[config.mk]
export PLATFORM = sky130hd
export DESIGN_NAME = pulseShaper
export DESIGN_NICKNAME = d
export VERILOG_FILES = /design/src/hw/pulseShaperPkg.sv /design/src/hw/foldedAdderTree.sv /design/src/hw/pulseShaper.sv /design/src/hw/symbolSlicer.sv /design/src/hw/tapBank.sv
export SDC_FILE = /design/constraint.sdc
export NUM_CORES = 1
export LEC_CHECK = 0
export BUFFER_PORTS_ARGS = -buffer_cell sky130_fd_sc_hd__buf_2
export CORE_ASPECT_RATIO = 0.7
export CORE_MARGIN = 2
export CORE_UTILIZATION = 56
export CTS_CLUSTER_DIAMETER = 50
export DETAILED_ROUTE_END_ITERATION = 8
export PLACE_DENSITY_LB_ADDON = 0.3
export SKIP_LAST_GASP = 1
export SLEW_MARGIN = 15
export SYNTH_ARGS = -nofsm -noshare
export SYNTH_HDL_FRONTEND = slang
export SYNTH_SLANG_ARGS = --single-unit
export TNS_END_PERCENT = 30
[constraint.sdc]
create_clock -name sys_clk -period 13.15 [get_ports sys_clk]
set_clock_uncertainty 0.05 [all_clocks]
set_input_delay 0.6575 -clock sys_clk [delete_from_list [all_inputs] [get_ports sys_clk]]
set_output_delay 0.6575 -clock sys_clk [all_outputs]
set_load 0.03 [all_outputs]
[src/hw/pulseShaperPkg.sv]
package pulseShaperPkg;

	// sample, product and partial sum all share this width
	localparam int SampleWidth = 18;
	typedef logic signed [SampleWidth-1:0] sample_t;

	// filter geometry
	localparam int NumTaps = 21;
	localparam int CenterTap = 10;
	localparam int LeadTaps = CenterTap + 1;
	localparam int TrailTaps = NumTaps - LeadTaps;

	// registered stages from tap contents to y
	// 11 -> 6 -> 3 -> 2 -> y
	localparam int TreeStages = 5;

	// four amplitude levels, lowest first
	localparam int NumLevels = 4;
	localparam int LevelBits = $clog2(NumLevels);

	localparam sample_t levelTable [NumLevels] = '{
		-18'sd98303,
		-18'sd32768,
		18'sd32768,
		18'sd98303
	};

	// half-width of each window, the edges themselves are outside
	localparam int Tolerance = 2;

	// valid low means the sample hit no window
	typedef struct packed {
		logic valid;
		logic [LevelBits-1:0] level;
	} symCode_t;

	// coefficient per tap and level
	// rows mirror about CenterTap, columns follow levelTable
	localparam sample_t tapTable [NumTaps][NumLevels] = '{
		'{-18'sd2732,  -18'sd911,   18'sd911,   18'sd2732},
		'{-18'sd2616,  -18'sd872,   18'sd872,   18'sd2616},
		'{-18'sd646,   -18'sd215,   18'sd215,   18'sd646},
		'{18'sd2371,   18'sd790,    -18'sd790,  -18'sd2371},
		'{18'sd4709,   18'sd1570,   -18'sd1570, -18'sd4709},
		'{18'sd4495,   18'sd1498,   -18'sd1498, -18'sd4495},
		'{18'sd680,    18'sd227,    -18'sd227,  -18'sd680},
		'{-18'sd6270,  -18'sd2090,  18'sd2090,  18'sd6270},
		'{-18'sd14364, -18'sd4788,  18'sd4788,  18'sd14364},
		'{-18'sd20834, -18'sd6945,  18'sd6945,  18'sd20834},
		// centre tap
		'{-18'sd23301, -18'sd7767,  18'sd7767,  18'sd23301},
		'{-18'sd20834, -18'sd6945,  18'sd6945,  18'sd20834},
		'{-18'sd14364, -18'sd4788,  18'sd4788,  18'sd14364},
		'{-18'sd6270,  -18'sd2090,  18'sd2090,  18'sd6270},
		'{18'sd680,    18'sd227,    -18'sd227,  -18'sd680},
		'{18'sd4495,   18'sd1498,   -18'sd1498, -18'sd4495},
		'{18'sd4709,   18'sd1570,   -18'sd1570, -18'sd4709},
		'{18'sd2371,   18'sd790,    -18'sd790,  -18'sd2371},
		'{-18'sd646,   -18'sd215,   18'sd215,   18'sd646},
		'{-18'sd2616,  -18'sd872,   18'sd872,   18'sd2616},
		'{-18'sd2732,  -18'sd911,   18'sd911,   18'sd2732}
	};

endpackage

[src/hw/foldedAdderTree.sv]
`timescale 1ns/1ps

module foldedAdderTree (
	input  logic                    sys_clk,
	input  logic                    reset,
	input  logic                    sam_clk_en,
	input  pulseShaperPkg::sample_t leadProducts [pulseShaperPkg::LeadTaps],
	input  pulseShaperPkg::sample_t trailProducts [pulseShaperPkg::TrailTaps],
	output pulseShaperPkg::sample_t y
);

	// values held in each registered level
	localparam int Lvl1Size = pulseShaperPkg::CenterTap + 1;
	localparam int Lvl2Size = (Lvl1Size + 1) / 2;
	localparam int Lvl3Size = (Lvl2Size + 1) / 2;
	localparam int Lvl4Size = (Lvl3Size + 1) / 2;

	pulseShaperPkg::sample_t sumLvl1 [Lvl1Size];
	pulseShaperPkg::sample_t sumLvl2 [Lvl2Size];
	pulseShaperPkg::sample_t sumLvl3 [Lvl3Size];
	pulseShaperPkg::sample_t sumLvl4 [Lvl4Size];

	// level 1 folds tap i with tap 20-i
	// tap 20-i sits at local index 9-i of the trailing bank
	// centre product passes through alone in the last slot
	always_ff @(posedge sys_clk) begin
		if (reset) begin
			for (int i = 0; i < Lvl1Size; i++) begin
				sumLvl1[i] <= '0;
			end
		end else if (sam_clk_en) begin
			for (int i = 0; i < pulseShaperPkg::CenterTap; i++) begin
				sumLvl1[i] <= leadProducts[i] +
				              trailProducts[pulseShaperPkg::TrailTaps - 1 - i];
			end
			sumLvl1[Lvl1Size-1] <= leadProducts[pulseShaperPkg::CenterTap];
		end
	end

	// level 2, odd leftover carried through
	always_ff @(posedge sys_clk) begin
		if (reset) begin
			for (int i = 0; i < Lvl2Size; i++) begin
				sumLvl2[i] <= '0;
			end
		end else if (sam_clk_en) begin
			for (int i = 0; i < Lvl1Size / 2; i++) begin
				sumLvl2[i] <= sumLvl1[2*i] + sumLvl1[2*i+1];
			end
			if (Lvl1Size % 2 != 0) begin
				sumLvl2[Lvl2Size-1] <= sumLvl1[Lvl1Size-1];
			end
		end
	end

	// level 3
	always_ff @(posedge sys_clk) begin
		if (reset) begin
			for (int i = 0; i < Lvl3Size; i++) begin
				sumLvl3[i] <= '0;
			end
		end else if (sam_clk_en) begin
			for (int i = 0; i < Lvl2Size / 2; i++) begin
				sumLvl3[i] <= sumLvl2[2*i] + sumLvl2[2*i+1];
			end
			if (Lvl2Size % 2 != 0) begin
				sumLvl3[Lvl3Size-1] <= sumLvl2[Lvl2Size-1];
			end
		end
	end

	// level 4
	always_ff @(posedge sys_clk) begin
		if (reset) begin
			for (int i = 0; i < Lvl4Size; i++) begin
				sumLvl4[i] <= '0;
			end
		end else if (sam_clk_en) begin
			for (int i = 0; i < Lvl3Size / 2; i++) begin
				sumLvl4[i] <= sumLvl3[2*i] + sumLvl3[2*i+1];
			end
			if (Lvl3Size % 2 != 0) begin
				sumLvl4[Lvl4Size-1] <= sumLvl3[Lvl3Size-1];
			end
		end
	end

	// output register, sums wrap at the sample width
	always_ff @(posedge sys_clk) begin
		if (reset) begin
			y <= '0;
		end else if (sam_clk_en) begin
			y <= sumLvl4[0] + sumLvl4[1];
		end
	end

endmodule

[src/hw/pulseShaper.sv]
`timescale 1ns/1ps

module pulseShaper (
	input  logic                    sys_clk,
	input  logic                    reset,
	input  logic                    sam_clk_en,
	input  pulseShaperPkg::sample_t xIn,
	output pulseShaperPkg::sample_t y
);

	pulseShaperPkg::symCode_t code;
	pulseShaperPkg::symCode_t leadChain;

	pulseShaperPkg::sample_t leadProducts [pulseShaperPkg::LeadTaps];
	pulseShaperPkg::sample_t trailProducts [pulseShaperPkg::TrailTaps];

	// classify once at the input, the delay line carries codes only
	symbolSlicer slicer0 (
		.xIn  (xIn),
		.code (code)
	);

	// taps 0 to 10, centre tap included
	tapBank #(
		.FirstTap (0),
		.BankTaps (pulseShaperPkg::LeadTaps)
	) leadBank (
		.sys_clk    (sys_clk),
		.reset      (reset),
		.sam_clk_en (sam_clk_en),
		.chainIn    (code),
		.chainOut   (leadChain),
		.products   (leadProducts)
	);

	// taps 11 to 20
	// last code drops off the end of the filter
	tapBank #(
		.FirstTap (pulseShaperPkg::LeadTaps),
		.BankTaps (pulseShaperPkg::TrailTaps)
	) trailBank (
		.sys_clk    (sys_clk),
		.reset      (reset),
		.sam_clk_en (sam_clk_en),
		.chainIn    (leadChain),
		.chainOut   (),
		.products   (trailProducts)
	);

	foldedAdderTree tree0 (
		.sys_clk       (sys_clk),
		.reset         (reset),
		.sam_clk_en    (sam_clk_en),
		.leadProducts  (leadProducts),
		.trailProducts (trailProducts),
		.y             (y)
	);

endmodule

[src/hw/symbolSlicer.sv]
`timescale 1ns/1ps

module symbolSlicer (
	input  pulseShaperPkg::sample_t  xIn,
	output pulseShaperPkg::symCode_t code
);

	// sign-extended copy of the sample
	// keeps the window bounds from wrapping near full scale
	int sample;

	assign sample = int'(xIn);

	// windows never overlap, so at most one level can match
	always_comb begin
		code = '0;
		for (int l = 0; l < pulseShaperPkg::NumLevels; l++) begin
			if ((sample > int'(pulseShaperPkg::levelTable[l]) - pulseShaperPkg::Tolerance) &&
			    (sample < int'(pulseShaperPkg::levelTable[l]) + pulseShaperPkg::Tolerance)) begin
				code.valid = 1'b1;
				code.level = pulseShaperPkg::LevelBits'(l);
			end
		end
	end

	// anything outside every window leaves code at no symbol

endmodule

[src/hw/tapBank.sv]
`timescale 1ns/1ps

module tapBank #(
	parameter int FirstTap = 0,
	parameter int BankTaps = 11
) (
	input  logic                     sys_clk,
	input  logic                     reset,
	input  logic                     sam_clk_en,
	input  pulseShaperPkg::symCode_t chainIn,
	output pulseShaperPkg::symCode_t chainOut,
	output pulseShaperPkg::sample_t  products [BankTaps]
);

	// taps[0] is the newest code in this bank
	pulseShaperPkg::symCode_t taps [BankTaps];

	// delay line moves one place per strobe
	always_ff @(posedge sys_clk) begin
		if (reset) begin
			for (int j = 0; j < BankTaps; j++) begin
				taps[j] <= '0;
			end
		end else if (sam_clk_en) begin
			taps[0] <= chainIn;
			for (int j = 1; j < BankTaps; j++) begin
				taps[j] <= taps[j-1];
			end
		end
	end

	// oldest code feeds the next bank
	assign chainOut = taps[BankTaps-1];

	// table lookup stands in for the multiply
	// global tap index is FirstTap plus the local position
	always_comb begin
		for (int j = 0; j < BankTaps; j++) begin
			if (taps[j].valid) begin
				products[j] = pulseShaperPkg::tapTable[FirstTap + j][taps[j].level];
			end else begin
				products[j] = '0;
			end
		end
	end

	// a cleared tap reads as no symbol, so reset also zeroes products

endmodule

==> results.json, run 1 <==
{
  "status": "finished, final reports clean",
  "place_inst": 3361,
  "gp_congestion": 0.906,
  "grt_first_pass_wirelength_um": 99900,
  "insertedDiodeCount": 0,
  "post-dp-hpwl_um": 43600,
  "period_minus_slack_ps": 3560,
  "track_usage": 0.231,
  "hold_violations": 0,
  "wl_met3_um": 3920,
  "final_cells": 3449,
  "routed.top_layer": "met4",
  "met2WireLength_um": 25400,
  "multiInputGateArea_um2": 14700,
  "via_count": 20800,
  "cp_data_arrival_time_ps": 3710,
  "cts_sinks": 445,
  "htreeDepth": 2,
  "cts_resized": 0,
  "final_nets": 3030,
  "die_w_um": 274,
  "syn_area_per_cell_um2": 10.4,
  "seqCellArea_um2": 13200,
  "first_iter_violations": 1884,
  "postCtsHoldBufs": 0,
  "firstDrtPassIters": 6,
  "yosysSeqAreaShare": 0.460,
  "endpoint_kind": "flop",
  "overflow": 0,
  "slew_headroom": 0.299,
  "root_buffer": "clkbuf_16",
  "first_global_vias": 19100,
  "finalCritPeriodShare": 0.271,
  "cts_post_setup_buffers_inserted": 0,
  "post-route-drc-count": 0,
  "leakage_nw": 13.3,
  "placeableCoreArea_um2": 50600,
  "yosysTopAreaCell": "edfxtp_1",
  "synth-seq-cells": 445,
  "tightest_slew_ps": 1050,
  "viasPerCell": 6.02,
  "cp_max_fo": 146,
  "power_density_nw_per_um2": 121,
  "fin_hold_ws_ps": 375,
  "total_power_mw": 3.73,
  "synthArstFlopShare": 0,
  "synth_fp_nets": 3051,
  "syn-instance-count": 2758,
  "crit_required_ps": 13300,
  "drive_gt1_frac": 0.0692,
  "rsz0062_at_grt": "no",
  "synth-edff-count": 427,
  "setup_tns_ps": 0,
  "peakVddDrop_v": 0.0000987,
  "pin_count": 39,
  "area_growth_pct": 7.84,
  "crit_path_start_kind": "input port",
  "fillerInstances": 4099,
  "setup_viol": 0,
  "met1Wirelength_um": 31200,
  "cts_tree": "done",
  "wl_per_cell_um": 17.8,
  "final_common_cell": "edfxtp_1",
  "start_util": 0.566,
  "rows": 69,
  "die_area_um2": 53000,
  "ys_warn_count": 0,
  "grt_max_degree": 147,
  "syn_area_um2": 28600,
  "yosys.area.top_type_share": 0.448,
  "ys.flop_type": "edfxtp_1",
  "portBuffers": 38,
  "ant_nets": 0,
  "die_h_um": 193,
  "layout_common_cells": "edfxtp_1 (427), nor2_1 (301), ha_1 (250)",
  "maxSlewViolCount": 0,
  "cts_made_buffers": 48,
  "cts_buffer_depth": 3,
  "synth_cell_types": 74,
  "path_class": "in -> reg",
  "hold_path_class": "in -> reg",
  "yosys-top-cells-area": "edfxtp_1 (45%), ha_1 (11%), a21oi_1 (4.2%)",
  "clock_latency_ps": 590,
  "max_freq_ghz": 0.281,
  "antenna_found_initial": 0,
  "wl_um": 61400,
  "drv_cap": 0,
  "path_clk_slew_ps": 60
}
## synth_stat cells (10+ instances only)
cell type  instances
edfxtp_1         427
nor2_1           302
ha_1             250
a21oi_1          238
and2_1           161
nand2_1          130
a21o_1           113
nor2b_1          103
o21ai_0           99
clkbuf_1          98
inv_1             76
xor2_1            75
xnor2_1           71
a211oi_1          53
or2_2             45
nor3_1            39
nand3_1           37
nand2b_1          35
o21a_1            34
mux2i_1           33
nand4_1           30
a31oi_1           26
o21bai_1          25
fa_1              22
dfxtp_1           18
and3_1            15
o21ai_1           14
o211ai_1          13
buf_1             12
nor3b_1           10
o31ai_1           10
## registers in the layout (all words and copies together), names as in the netlist
signal	cells
trailBank.taps	30
tree0.sumLvl4	36
tree0.sumLvl3	54
tree0.sumLvl1	179
tree0.y	18
leadBank.taps	33
tree0.sumLvl2	95
## critical path, cell delays in order
cell	delay, ps
buf_2	390
nor2_1	270
inv_8	700
buf_4	620
buf_4	880
## cell families after synthesis
group	after synthesis	synth area share
compound gates	718	0.164
fa+ha+maj	272	0.125
flops	445	0.460
simple gates	949	0.169
mux	34	0.0119
xor+xnor	146	0.0446
buf+inv	194	0.0258
## path summary, 6_finish.rpt
path / from / endpoint / slack, ps / cells after the start
max: reset / tree0.sumLvl1[2][17]$_SDFFCE_PN0P_ / 9590 / 5
min: xIn[17] / leadBank.taps[0][1]$_SDFFCE_PN0P_ / 380 / 2
max reg2reg: leadBank.taps[0][0]$_SDFFCE_PN0P_ / tree0.sumLvl1[0][8]$_SDFFCE_PN0P_ / 10010 / 13
min reg2reg: tree0.y[15]$_SDFFE_PP0P_ / tree0.y[15]$_SDFFE_PP0P_ / 420 / 2
## where the power goes
| part | switching, mW | total [mW] | internal, mW | leakage [nW] |
|---|---|---|---|---|
| logic | 0.385 | 0.622 | 0.238 | 7.67 |
| clock network | 0.566 | 1.36 | 0.792 | 0.765 |
| registers | 0.0707 | 1.75 | 1.68 | 4.88 |
| total | 1.02 | 3.73 | 2.71 | 13.3 |
## area by class of cell
cell class | instances | area share
multi-input combinational | 2119 | 0.477
sequential | 445 | 0.427
clock buffer | 62 | 0.0416
tap | 674 | 0.0273
inverter | 76 | 0.00948
clock inverter | 26 | 0.00940
timing repair buffer | 47 | 0.00834
## routing by layer
| metal | global-route usage | vias to the layer above |
|---|---|---|
| met3 | 0.0367 | 67 |
| li1 | - | 10100 |
| met2 | 0.328 | 578 |
| met4 | 0.0461 | 0 |
| met5 | 0 | - |
| met1 | 0.371 | 10000 |
## stage by stage
stage          cell area (um2)  worst slack, ps  utilization
4_1_cts                  30900             9580        0.611
5_1_grt                  30900             9330        0.611
6_report                 30900             9590        0.611
3_5_place_dp             29300             8980        0.579
3_3_place_gp             29300             9100        0.579
2_1_floorplan            28600             3040            -
(Power assumes the default switching activity.)
==> run 2, diff against run 1 <==
clock period = 3.3 ns   (was 13.15 ns; I/O delays follow)
==> run 2 against run 1 <==
  * Combinational power grew to 4.1 times the previous value
  * Setup slack got worse by 9300 ps
  * Clock power grew to 4.0 times the previous value
  * Global-route usage rose by 0.56 points
  * Design area grew 1.0%
  * Final cell count increased by 0.72%
  * Register-to-register slack worse by 9700 ps
  * Critical path depth rose by 4
  * Sequential share of layout area is 0.44 points lower
  * Wire length up 1.6%
  * Die area unchanged
  * Flip-flop and latch count unchanged
  * Largest power group unchanged
==> results.json, run 2 (synthesis gave the netlist of run 1 again) <==
{
  "status": "finished, final reports clean",
  "total_power_mw": 14.9,
  "p_int_mw": 10.8,
  "max_freq_ghz": 0.337,
  "slowest_delay_ps": 450,
  "fin_hold_ws_ps": 50.6,
  "insertedDiodeCount": 0,
  "gp_congestion": 0.926,
  "leakage_nw": 13.5,
  "crit_chain": "ha_1, nor2b_1, ha_1, fa_1, nor3_1, nor2_1, a221o_1, or3_1, a21oi_1",
  "path_depth": 9,
  "seq_power_share": 0.466,
  "area_growth_pct": 8.95,
  "die_area_um2": 53000,
  "first_iter_violations": 2146,
  "reg2reg_depth": 9,
  "firstDrtPassIters": 6,
  "final_area_um2": 31200,
  "path_class": "reg -> reg",
  "power_frac_comb": 0.169,
  "pwr-share-clk": 0.366,
  "cp.buffers_inverters": 0,
  "met2WireLength_um": 26800,
  "cts_buffer_depth": 3,
  "regMostFlops": "tree0.sumLvl1",
  "hold_path_class": "in -> reg",
  "reg_top3": "tree0.sumLvl1 (179), tree0.sumLvl2 (95), tree0.sumLvl3 (54)",
  "first_global_vias": 19900,
  "postPlaceCellArea_um2": 29600,
  "met1Wirelength_um": 30900,
  "crit_top_cell": "ha_1",
  "post-route-drc-count": 0,
  "tightest_slew_ps": 657,
  "crit_path_start_kind": "flop",
  "switching_share": 0.279,
  "crit_required_ps": 3680,
  "wl_um": 62400,
  "fillerInstances": 3957,
  "antenna_found_initial": 0,
  "wl_met3_um": 3720,
  "drive_gt1_frac": 0.0789,
  "overflow": 0,
  "endpoint_kind": "flop",
  "final_nets": 3054,
  "grt_max_degree": 83,
  "setup_viol": 0,
  "cp_max_fo": 4,
  "ant_nets": 0,
  "layout_common_cells": "edfxtp_1 (427), nor2_1 (300), ha_1 (250)",
  "post-dp-hpwl_um": 45100,
  "cts_resized": 0,
  "largest_register_ffs": 179,
  "cts_made_buffers": 48,
  "maxSlewViolCount": 0,
  "htreeDepth": 2,
  "multiInputGateArea_um2": 14700,
  "rows": 69,
  "finalCritPeriodShare": 0.900,
  "pin_count": 39,
  "path_clk_slew_ps": 60,
  "root_buffer": "clkbuf_16",
  "cts_tree": "done",
  "cp_data_arrival_time_ps": 3350,
  "die_h_um": 193,
  "power_density_nw_per_um2": 478,
  "seqCellArea_um2": 13200,
  "portBuffers": 38,
  "clock_latency_ps": 590,
  "period_minus_slack_ps": 2970,
  "viasPerCell": 5.95,
  "crit_family": "adder cells",
  "cts_sinks": 445,
  "final_common_cell": "edfxtp_1",
  "power.switching_mw": 4.16,
  "rsz0062_at_grt": "no",
  "routed.top_layer": "met4",
  "track_usage": 0.236,
  "holdPathStages": 3,
  "placeableCoreArea_um2": 50600,
  "grt_first_pass_wirelength_um": 102000,
  "wl_per_cell_um": 18.0,
  "hold_violations": 0,
  "slew_headroom": 0.562,
  "start_util": 0.566,
  "drv_cap": 0,
  "critPathSlowestCell": "edfxtp_1",
  "die_w_um": 274,
  "setup_tns_ps": 0,
  "peakVddDrop_v": 0.000473,
  "via_count": 20700
}
-- run 2: worst register-to-register path: cells and delay by family (launching register included) --
family,cells,cell delay (ps)
and+or+nand+nor,4,800
AOI/OAI and AO/OA,2,510
adders and majority gates,3,1000
DFF,1,450
-- run 2: cell type report --
type,count,area share
multi-input combinational,2119,0.472
timing repair buffer,71,0.0180
inverter,76,0.00926
tap,674,0.0270
clock buffer,50,0.0387
sequential,445,0.422
clock inverter,39,0.0121
-- run 2: stage by stage --
step | std cells | setup WS [ps] | util
finish | 3474 | 329 | 0.617
global route | 3474 | 67.4 | 0.617
CTS | 3474 | 370 | 0.617
detailed placement | 3381 | 390 | 0.585
global placement | 3381 | 456 | 0.585
floorplan | 2758 | -4030 | -
-- run 2: path summary, 6_finish.rpt --
| kind | start | end | slack, ps |
|---|---|---|---|
| hold / removal | xIn[1] | leadBank.taps[0][1]$_SDFFCE_PN0P_ | 50 |
| setup / recovery | leadBank.taps[0][9]$_SDFFCE_PN0P_ | tree0.sumLvl1[1][32]$_SDFFCE_PN0P_ | 330 |
| setup reg to reg | leadBank.taps[0][9]$_SDFFCE_PN0P_ | tree0.sumLvl1[1][32]$_SDFFCE_PN0P_ | 330 |
| hold reg to reg | tree0.y[11]$_SDFFE_PP0P_ | tree0.y[11]$_SDFFE_PP0P_ | 410 |
-- run 2: repair_timing --
item,4_1_cts,5_1_grt
hold endpoints to repair,14,0
hold buffers,4,0
buffers inserted,0,0
-- run 2: power groups by stage --
stage | clock network, mW | logic, mW | registers, mW
final | 5.45 | 2.52 | 6.95
after global routing | 5.76 | 2.81 | 6.98
after CTS | 5.54 | 2.50 | 6.95
after detailed placement | 0 | 2.47 | 7.06
after global placement | 0 | 2.39 | 7.05
after floorplan | 0 | 1.86 | 7.04
-- run 2: metal layers --
metal,track usage,up-vias
li1,-,10100
met1,0.370,9839
met2,0.351,632
met3,0.0288,90
met4,0.0519,0
met5,0,-
==> run 3, diff against run 2 <==
CORE_UTILIZATION = 59   (was 56)
==> run 3 against run 2 <==
  * Sequential share of layout area increased by 0.14 points
  * Maximum frequency rose by 1.0%
  * Final cell count is 0.52% lower
  * Non-clock buffer count is 4 higher
  * Setup slack improved by 30 ps
  * Critical path depth unchanged
  * Flip-flop and latch count did not move
  * Die area fell by 5.0%
  * Global-route usage grew 1.0 points
  * Largest cell class unchanged
  * Largest power group unchanged
  * Highest routed layer unchanged
==> results.json, run 3 (synthesis gave the netlist of run 1 again) <==
{
  "status": "finished, final reports clean",
  "final_area_um2": 31100,
  "crit_family": "compound AO/OA/AOI/OAI gates",
  "holdPathEnd": "leadBank.taps[0][2]$_SDFFCE_PN0P_",
  "rsz0062_at_grt": "no",
  "die_w_um": 267,
  "hold_path_class": "in -> reg",
  "setup_viol": 0,
  "post-dp-hpwl_um": 44800,
  "endpoint_kind": "flop",
  "placeableCoreArea_um2": 47900,
  "min_from": "xIn[1]",
  "reg2reg_depth": 9,
  "maxSlewViolCount": 0,
  "post-place-ws_ps": 410,
  "final_util": 0.650,
  "cts_buffer_depth": 3,
  "portBuffers": 38,
  "area_growth_pct": 8.59,
  "via_count": 20700,
  "ant_nets": 0,
  "insertedDiodeCount": 0,
  "hold_violations": 0,
  "crit_required_ps": 3710,
  "drive_gt1_frac": 0.0764,
  "root_buffer": "clkbuf_16",
  "slowest_delay_ps": 520,
  "firstDrtPassIters": 5,
  "r2r-start": "leadBank.taps[0][2]$_SDFFCE_PN0P_",
  "reg_top3": "tree0.sumLvl1 (179), tree0.sumLvl2 (95), tree0.sumLvl3 (54)",
  "wl_per_cell_um": 17.9,
  "cts_sinks": 445,
  "fin_hold_ws_ps": 73.7,
  "max_freq_ghz": 0.340,
  "final_cells": 3456,
  "grt_max_degree": 81,
  "overflow": 0,
  "rows": 67,
  "grt_first_pass_wirelength_um": 101000,
  "cp_max_fo": 18,
  "largest_register_ffs": 179,
  "htreeDepth": 2,
  "setup_tns_ps": 0,
  "cp_data_arrival_time_ps": 3350,
  "peakVddDrop_v": 0.000359,
  "holdPathStages": 3,
  "slew_headroom": 0.583,
  "first_global_vias": 19500,
  "path_clk_slew_ps": 60,
  "crit_path_start_kind": "flop",
  "period_minus_slack_ps": 2940,
  "reg2reg_slack_ps": 360,
  "drv_cap": 0,
  "path_class": "reg -> reg",
  "cts_post_setup_buffers_inserted": 0,
  "place_inst": 3365,
  "timing.rr.end": "tree0.sumLvl1[0][17]$_SDFFCE_PN0P_",
  "die_area_um2": 50400,
  "critPathSlowestCell": "ha_1",
  "die_h_um": 188,
  "clock_latency_ps": 600,
  "layout_common_cells": "edfxtp_1 (427), nor2_1 (300), ha_1 (250)",
  "power_density_nw_per_um2": 468,
  "gp_congestion": 0.896,
  "viasPerCell": 5.98,
  "cp.buffers_inverters": 0,
  "pin_count": 39,
  "final_nets": 3057,
  "regMostFlops": "tree0.sumLvl1",
  "crit_chain": "nor2b_1, ha_1, a21o_1, a21oi_1, nor2b_1, nor3_2, o21ai_0, o21ai_0, o211a_1",
  "antenna_found_initial": 0,
  "finalCritPeriodShare": 0.891,
  "leakage_nw": 13.4,
  "cts_tree": "done",
  "track_usage": 0.247,
  "layout_setup_ws_ps": 358,
  "wl_um": 61900,
  "post-route-drc-count": 0,
  "postPlaceCellArea_um2": 29600,
  "final_common_cell": "edfxtp_1",
  "tightest_slew_ps": 620,
  "cts_made_buffers": 47,
  "first_iter_violations": 1788,
  "fillerInstances": 3678,
  "total_power_mw": 14.6,
  "start_util": 0.598
}
-- run 3: cell types whose count changed in the layout (fill, tap and decap cells not counted), sizes merged --
cell | previous run | this run
clkbuf | 50 | 55
inv | 82 | 80
clkinv | 21 | 18
dlygate4sd3 | 4 | 5
buf | 67 | 70
bufinv | 5 | 2
-- run 3: final cells by class --
cell class	instances	area, um2	share of cell area
Multi-Input combinational cell	2119	14700	0.474
Sequential cell	445	13200	0.424
Clock buffer	55	1210	0.0388
Tap cell	655	820	0.0263
Timing Repair Buffer	75	593	0.0191
Inverter	76	289	0.00929
Clock inverter	31	268	0.00861
-- run 3: power breakdown --
part           leakage (nW)  total, mW  internal (mW)  switching [mW]
registers              4.88       6.95           6.69           0.255
clock network         0.699       5.10           2.81            2.28
logic                  7.84       2.52          0.984            1.54
total                  13.4       14.6           10.5            4.08
-- run 3: worst max path at each step --
stage / from / end / slack (ps) / depth (start not counted)
after global placement: leadBank.taps[0][9]$_SDFFCE_PN0P_ / tree0.sumLvl1[1][32]$_SDFFCE_PN0P_ / 470 / 9
after detailed placement: leadBank.taps[0][9]$_SDFFCE_PN0P_ / tree0.sumLvl1[1][32]$_SDFFCE_PN0P_ / 410 / 9
after floorplan: reset / leadBank.taps[0][0]$_SDFFCE_PN0P_ / -4030 / 3
after CTS: leadBank.taps[0][10]$_SDFFCE_PN0P_ / tree0.sumLvl1[1][32]$_SDFFCE_PN0P_ / 400 / 9
final: leadBank.taps[0][2]$_SDFFCE_PN0P_ / tree0.sumLvl1[0][17]$_SDFFCE_PN0P_ / 360 / 9
after global routing: leadBank.taps[0][2]$_SDFFCE_PN0P_ / tree0.sumLvl1[0][17]$_SDFFCE_PN0P_ / 100 / 9
-- run 3: what timing repair did --
action	4_1_cts	5_1_grt
hold buffers	5	0
resized for setup	0	0
hold endpoints to repair	10	0
-- run 3: worst register-to-register path, delay by kind of cell, from the launching register on --
family / cells / cell delay, ps
AOI/OAI and AO/OA: 5 / 1260
adders and majority gates: 1 / 520
DFF: 1 / 470
and+or+nand+nor: 3 / 530
-- run 3: metal layers --
| layer | up-vias | global-route usage | wire, um |
|---|---|---|---|
| met3 | 85 | 0.0319 | 3810 |
| met5 | - | 0 | 0 |
| li1 | 10100 | - | - |
| met2 | 628 | 0.361 | 26100 |
| met4 | 0 | 0.0596 | 1080 |
| met1 | 9832 | 0.388 | 30900 |
